`src/hdl/pma_pkg.sv`:
```
// Shared types for the physical memory attribute checker.
// Holds the region configuration layout, the access request and the
// check result. Import with a wildcard in the module header.

`default_nettype none

package pma_pkg;

  ////////////////////////////////////////////////////////////////////////////
  // widths

  // physical address width
  localparam int PLEN = 32;

  ////////////////////////////////////////////////////////////////////////////
  // region attribute encodings

  typedef enum logic [1:0] {
    MEM_EMPTY = 2'd0,
    MEM_MAIN  = 2'd1,
    MEM_IO    = 2'd2
  } pma_mem_type_e;

  typedef enum logic [1:0] {
    AMO_NONE    = 2'd0,
    AMO_SWAP    = 2'd1,
    AMO_LOGICAL = 2'd2,
    AMO_ARITH   = 2'd3
  } pma_amo_e;

  // address matching, same encoding as the pmp A field
  typedef enum logic [1:0] {
    MODE_OFF   = 2'd0,
    MODE_TOR   = 2'd1,
    MODE_NA4   = 2'd2,
    MODE_NAPOT = 2'd3
  } pma_mode_e;

  // 11 bits, sits in the low bits of the config word
  typedef struct packed {
    pma_mem_type_e mem_type;
    pma_amo_e      amo_type;
    logic          r;
    logic          w;
    logic          x;
    logic          c;   // cacheable
    logic          m;   // misaligned access allowed
    pma_mode_e     a;
  } pma_cfg_t;

  ////////////////////////////////////////////////////////////////////////////
  // access request and result

  typedef enum logic [1:0] {
    SIZE_BYTE  = 2'd0,
    SIZE_HWORD = 2'd1,
    SIZE_WORD  = 2'd2,
    SIZE_DWORD = 2'd3
  } pma_size_e;

  typedef struct packed {
    logic            valid;
    logic            instr;
    logic            we;
    logic            lock;
    pma_size_e       size;
    logic [PLEN-1:0] adr;
  } pma_req_t;

  typedef struct packed {
    logic exception;
    logic misaligned;
    logic cacheable;
  } pma_result_t;

endpackage

`default_nettype wire

```
`src/hdl/pma_cfg_regs.sv`:
```
// Wishbone classic register bank for the PMA region table.
// Word index 2k is region k's config word, 2k+1 its address word
// (address bits [PLEN-1:2], right aligned). Ack is one cycle per access.
// Drives the raw address words and a normalized config view.

`timescale 1ns/100ps
`default_nettype none

module pma_cfg_regs
  import pma_pkg::*;
#(
  parameter int PMA_CNT = 8
)
(
  input  wire logic             clk_i,
  input  wire logic             rst_i,

  input  wire logic             wb_cyc_i,
  input  wire logic             wb_stb_i,
  input  wire logic             wb_we_i,
  input  wire logic [7:0]       wb_adr_i,
  input  wire logic [31:0]      wb_dat_i,
  output      logic [31:0]      wb_dat_o,
  output      logic             wb_ack_o,

  output      pma_cfg_t         cfg_o  [PMA_CNT],
  output      logic [PLEN-3:0]  addr_o [PMA_CNT]
);

  // raw register contents
  pma_cfg_t         cfg_q  [PMA_CNT];
  logic [PLEN-3:0]  addr_q [PMA_CNT];

  // decode
  logic             access;
  logic [6:0]       reg_idx;
  logic             sel_addr;
  logic             in_range;
  logic [31:0]      rd_data;

  // new access while no ack is pending
  assign access   = wb_cyc_i & wb_stb_i & ~wb_ack_o;
  assign reg_idx  = wb_adr_i[7:1];
  assign sel_addr = wb_adr_i[0];
  assign in_range = (int'(reg_idx) < PMA_CNT);

  ////////////////////////////////////////////////////////////////////////////
  // register writes

  always_ff @(posedge clk_i)
  begin
    if (rst_i)
    begin
      for (int k = 0; k < PMA_CNT; k++)
      begin
        cfg_q[k]  <= '0;
        addr_q[k] <= '0;
      end
    end
    else if (access && wb_we_i && in_range)
    begin
      // only the addressed word changes
      for (int k = 0; k < PMA_CNT; k++)
      begin
        if (reg_idx == 7'(k))
        begin
          if (sel_addr)
            addr_q[k] <= wb_dat_i[PLEN-3:0];
          else
            cfg_q[k]  <= pma_cfg_t'(wb_dat_i[$bits(pma_cfg_t)-1:0]);
        end
      end
    end
  end

  ////////////////////////////////////////////////////////////////////////////
  // read back and ack

  // raw values, zero extended; out of range reads zero
  always_comb
  begin
    rd_data = '0;
    for (int k = 0; k < PMA_CNT; k++)
    begin
      if (in_range && reg_idx == 7'(k))
        rd_data = sel_addr ? 32'(addr_q[k]) : 32'(cfg_q[k]);
    end
  end

  always_ff @(posedge clk_i)
  begin
    if (rst_i)
      wb_ack_o <= 1'b0;
    else
      wb_ack_o <= access;
  end

  // data register, valid together with ack
  always_ff @(posedge clk_i)
  begin
    if (access)
      wb_dat_o <= rd_data;
  end

  ////////////////////////////////////////////////////////////////////////////
  // normalized view

  for (genvar i = 0; i < PMA_CNT; i++)
  begin : g_norm
    always_comb
    begin
      cfg_o[i] = cfg_q[i];
      // empty region: plain io, no permissions, no amo
      if (cfg_q[i].mem_type == MEM_EMPTY)
      begin
        cfg_o[i].mem_type = MEM_IO;
        cfg_o[i].amo_type = AMO_NONE;
        cfg_o[i].r        = 1'b0;
        cfg_o[i].w        = 1'b0;
        cfg_o[i].x        = 1'b0;
      end
      // cacheable only makes sense for main memory
      cfg_o[i].c = cfg_q[i].c & (cfg_q[i].mem_type == MEM_MAIN);
    end

    assign addr_o[i] = addr_q[i];
  end

endmodule

`default_nettype wire

```
`config.mk`:
```
export PLATFORM = sky130hd
export DESIGN_NAME = pma_cfg_regs
export DESIGN_NICKNAME = d
export VERILOG_FILES = /design/src/hdl/pma_pkg.sv /design/src/hdl/pma_cfg_regs.sv
export SDC_FILE = /design/constraint.sdc
export NUM_CORES = 1
export LEC_CHECK = 0
export BUFFER_PORTS_ARGS = -buffer_cell sky130_fd_sc_hd__buf_2
export CAP_MARGIN = 10
export CORE_UTILIZATION = 30
export CTS_BUF_LIST = sky130_fd_sc_hd__clkbuf_4 sky130_fd_sc_hd__clkbuf_8 sky130_fd_sc_hd__clkbuf_16
export CTS_CLUSTER_SIZE = 30
export DETAILED_ROUTE_END_ITERATION = 8
export GPL_TIMING_DRIVEN = 0
export SYNTH_ARGS = -nofsm -noshare
export SYNTH_HDL_FRONTEND = slang
export SYNTH_SLANG_ARGS = --single-unit
```
`constraint.sdc`:
```
create_clock -name clk_i -period 2.45 [get_ports clk_i]
set_input_delay 0.245 -clock clk_i [delete_from_list [all_inputs] [get_ports clk_i]]
set_output_delay 0.245 -clock clk_i [all_outputs]
set_load 0.03 [all_outputs]
```
[Word-level counts from Yosys, hierarchy flattened]
Memory sizes are Yosys's and may differ from the RTL's.
Cells that the tools add are included.
Operators by class
  magnitude comparators: 1
  equality and inequality tests: 15
  muxes and demuxes: 108
  bitwise logic cells: 27
  reduce and logical (&&, ||, !) cells: 19
Operator list (number)
  2-to-1 mux 30 bit: 17
  2-to-1 mux 32 bit: 7
  2-to-1 mux 11 bit: 8
  2-to-1 mux 1 bit: 68
  2-to-1 mux 7 bit: 8
  == test 7 x 3 -> 1 bit (second input constant): 4
  == test 2 x 1 -> 1 bit (second input constant): 8
  zero test 2 bit: 8
  OR 1 bit: 16
  == test 7 x 2 -> 1 bit (second input constant): 2
  bitwise AND 1 bit: 10
  logical AND 1 bit: 10
  == test 7 x 1 -> 1 bit (second input constant): 1
  zero test 7 bit: 1
  < comparator 7 x 4 -> 1 bit (second input constant): 1
  NOT 1 bit: 1
Word-level totals
  register bits: 33
  memory bits (writable): 328
  output and inout bits: 361
  memories: 2
Memories
  addr_q: words 8, width 30, rd ports 8, clocked after Yosys merged registers in 0, wr ports 8, line pma_cfg_regs.sv:32  | logic [PLEN-3:0] addr_q [PMA_CNT];
  cfg_q: words 8, width 11, rd ports 8, clocked after Yosys merged registers in 0, wr ports 8, line pma_cfg_regs.sv:31  | pma_cfg_t cfg_q [PMA_CNT];

[Longest topological paths before layout]
  depth after elaboration: 10
  mapped depth: 8

[Least setup slack after synthesis]
OpenSTA, ideal clock, no wires.
  path type: input port to flip-flop
  start point: input wb_adr_i[7]
  end point: memory addr_q[0][100] (netlist name), enable pin
  data arrival time: 2.033 ns
  data required time: 2.058 ns
  slack: 0.026 ns
  cell stages on the path: 5
  cell sequence: or4_1 -> buf_2 -> nor4_4 -> nand2_1 -> nand2b_1
RTL lines
  from (decl): line pma_cfg_regs.sv:21  | input wire logic [7:0] wb_adr_i,
  to (decl): line pma_cfg_regs.sv:32

[Final worst setup path]
  start point: input wb_adr_i[1]
  end point: register wb_dat_o[10] (data pin)
On the way
  cells in the longest elaborated chain, start to end: 10
  elaborated cells on any way between the ends: 25
Ends and longest elaborated chain
  < comparator 7 x 4 -> 1 bit or zero test 7 bit (tied branches): line pma_cfg_regs.sv:45, pma_cfg_regs.sv:85
  logical AND 1 bit: line pma_cfg_regs.sv:85  | if (in_range && reg_idx == 7'(k))
  2-to-1 mux 30 bit: line pma_cfg_regs.sv:85
  2-to-1 mux 32 bit (6 in a row): line pma_cfg_regs.sv:85
  2-to-1 mux 32 bit (*): line pma_cfg_regs.sv:85
  via rd_data[10]: line pma_cfg_regs.sv:39  | logic [31:0] rd_data;
  to (signal assigned): line pma_cfg_regs.sv:102  | wb_dat_o <= rd_data;
  to (decl): line pma_cfg_regs.sv:23  | output logic [31:0] wb_dat_o,
The timed path passes the listed nets; every way through them passes the cells marked *.
A chain may end at the register's enable or synchronous reset.

==> impl_metrics.yaml <==
setup_path:
  critPathTopFamily: "buffers and inverters"
  cp_common_cell: "buf_2"
  critical_path_class: "in2reg"
  critPathMaxFanout: 10
  rrSetupSlack_ns: 0.19
  cp-end-kind: "register"
  slowest_stage: "clkbuf_1"
  path_buf_inv: 4
  critPathRequiredTime_ns: 2.73
  startpoint_type: "input pin"
  crit_path_cell_trace: "buf_2, buf_2, buf_2, clkbuf_1, o21ai_0, a222oi_1, o22ai_1"
  slowest_delay_ns: 0.83
  arrival_ns: 2.64
synth:
  synth_top_area_cell: "edfxtp_1"
  syn_area_per_cell_um2: 13.4
  yosysMostFrequentCell: "edfxtp_1"
  synthCells: 1178
  yosys_warnings: 0
  netlist_top_cells_area: "edfxtp_1 68%, nor2_1 6.8%, mux4_2 4.3%"
  ys_ff_latch: 359
  async_reset_ff_share_pct: 0
  synth-edff-count: 358
  ys_seq_area_share_pct: 68.3
  synth_top_cell_area_share_pct: 68.2
  netlist_area_um2: 15800
  synth_top_flop_cell: "edfxtp_1"
  synth_commonest_cells: "358 x edfxtp_1, 286 x nor2_1, 56 x clkbuf_1"
  synth_cell_types: 47
final_layout:
  syn_to_final_growth_pct: 28.4
  fill_cells: 5010
  fin_nets: 1678
  stdcell_area_um2: 20200
  layoutNonFillerInstCount: 2346
  utilization_pct: 39.2
  layout-drive-gt1-share_pct: 35.8
floorplan:
  rows: 83
  initial_core_util_pct: 30.5
  die_h_um: 231
  die-area_um2: 53500
  core_area_um2: 51600
  pin_count: 406
  die_x_um: 231
detailed_routing:
  via_per_inst: 5.06
  routedWlPerCell_um: 27.3
  via_count: 11900
  routed_wl_um: 64000
  dr.pass1.iters: 5
  ant_nets: 0
  drc: 0
  initialDrtViolationCount: 1144
global_routing:
  grt_max_degree: 31
  grt-ovfl-total: 0
  grtUsageMet3_pct: 5.34
  antenna_found_initial: 6
  grt_pass1_wl_um: 87100
  top_usage_layer: "met2"
  groute.layer.met1.usage_pct: 29.8
  use_met2_pct: 38.0
  grt_pass1_vias: 11900
  track_usage_pct: 23.3
place:
  placed_area_um2: 18800
  dp_worst_setup_slack_ns: -1.06
  place_congestion: 0.928
  dp.cells: 2267
  dp_hpwl_um: 48000
  port_buffers: 399
power_and_ir_drop:
  cellPowerDensity_nw_per_um2: 755
  power_mw: 15.3
  peakVddDrop_v: 0.000546
  power.leakage_nw: 8.18
timing:
  layout_setup_ws_ns: 0.0920
  final_max_slew_viol_count: 0
  finalSetupViolations: 0
  period_minus_slack_ns: 2.36
  relSlewSlack_pct: 28.0
  finalHoldViolations: 0
  finClkSkew_ns: 0.0223
  min_period_over_period_pct: 96.2
  rsz0062_at_grt: "false"
  worst_pin_slew_ns: 1.08
  timing.fmax_mhz: 424
clock_network:
  cts_max_level: 2
  numCtsBuffers: 42
  cts_root_buf: "clkbuf_16"
  ctsLongestPathBuffers: 3
  cts_tree: "done"
  clk_pin_slew_ns: 0.06
  clk_latency_ns: 0.57
  clock_sinks: 359
hold_path:
  min_path_type: "in2reg"
run_status:
  outcome: "finished clean"
run:
  max_cap_viol_count: 0
==> report_power, final <==
part	switching, mW	internal (mW)
Clock	2.59	3.55
Sequential	0.196	7.05
Combinational	1.37	0.524
==> area by class of cell <==
class / instances / area (µm²) / share of cell area (%)
antenna: 3 / 7.51 / 0.0371
buffer: 116 / 574 / 2.84
clock buffer: 49 / 1100 / 5.45
clock inverter: 25 / 224 / 1.11
inverter: 42 / 158 / 0.779
multi-input combinational: 661 / 4330 / 21.4
sequential: 359 / 10800 / 53.2
tap: 680 / 851 / 4.20
timing repair buffer: 411 / 2220 / 11.0
==> sequential cells by signal (all words and copies together), names as in the netlist <==
name,cells
wb_ack_o,1
cfg_q,88
wb_dat_o,30
addr_q,240
==> per-stage QoR <==
| step | hold WS (ns) | TNS [ns] |
|---|---|---|
| 6_report | 0.0854 | 0 |
| 2_1_floorplan | 0.388 | 0 |
| 3_3_place_gp | 0.454 | -405.62 |
| 3_5_place_dp | 0.521 | -184.43 |
| 4_1_cts | 0.0591 | 0 |
| 5_1_grt | 0.0824 | 0 |
==> worst reg2reg max path, cell delays in order, from the launching register on <==
cell      delay (ns)
dfxtp_1         0.41
nand4b_1        0.14
buf_4           0.20
or3_1           0.13
clkbuf_1        0.17
buf_1           0.78
nor2_1          0.11
==> layer usage <==
metal / routed length [µm] / share of wire (%) / vias up
met3: 4900 / 7.7 / 138
met5: 21 / 0.033 / -
met1: 26100 / 41 / 5988
li1: - / - / 5153
met4: 2500 / 3.9 / 4
met2: 30500 / 48 / 578
==> repair_timing <==
item	CTS	global route
hold endpoints to repair	1	0
gates resized for setup	8	4
hold buffers	2	0
endpoints found under the setup margin	185	48
buffers inserted	1	0
==> final timing paths <==
kind / depth (start not counted) / endpoint / start
worst min register to register: 1 / wb_ack_o / wb_ack_o
worst min-delay path: 3 / addr_q[0][31] / wb_dat_i[1]
worst max-delay path: 7 / wb_dat_o[10] / wb_adr_i[1]
worst max register to register: 6 / addr_q[0][16] / wb_ack_o
==> cells by family (layout without fill, tap and decap cells) <==
group	after synthesis	after routing	share of synthesized area (%)
and+or+nand+nor	461	461	13.5
DFF	359	359	68.3
buffers and inverters	159	643	4.65
AOI/OAI and AO/OA	112	112	5.61
muxes	86	86	7.96
other	1	5	0.0238
==> placed cells by master, fill, tap and decap left out, types with 6 or more instances in the layout <==
cell type,n
buf_2,427
edfxtp_1,358
nor2_1,284
clkbuf_1,53
nor2b_1,47
nand2b_1,46
inv_1,42
clkbuf_16,42
mux2i_1,41
mux4_2,30
nand2_1,29
buf_4,29
a22oi_1,18
mux2_2,15
and2_1,15
nand3_1,13
a22o_1,11
o21ai_0,10
o2bb2ai_1,10
clkinv_2,10
a32oi_1,9
a222oi_1,9
o22ai_1,9
o221ai_1,8
clkbuf_4,7
buf_1,6
Note: power is estimated with default switching activity, not from simulation.
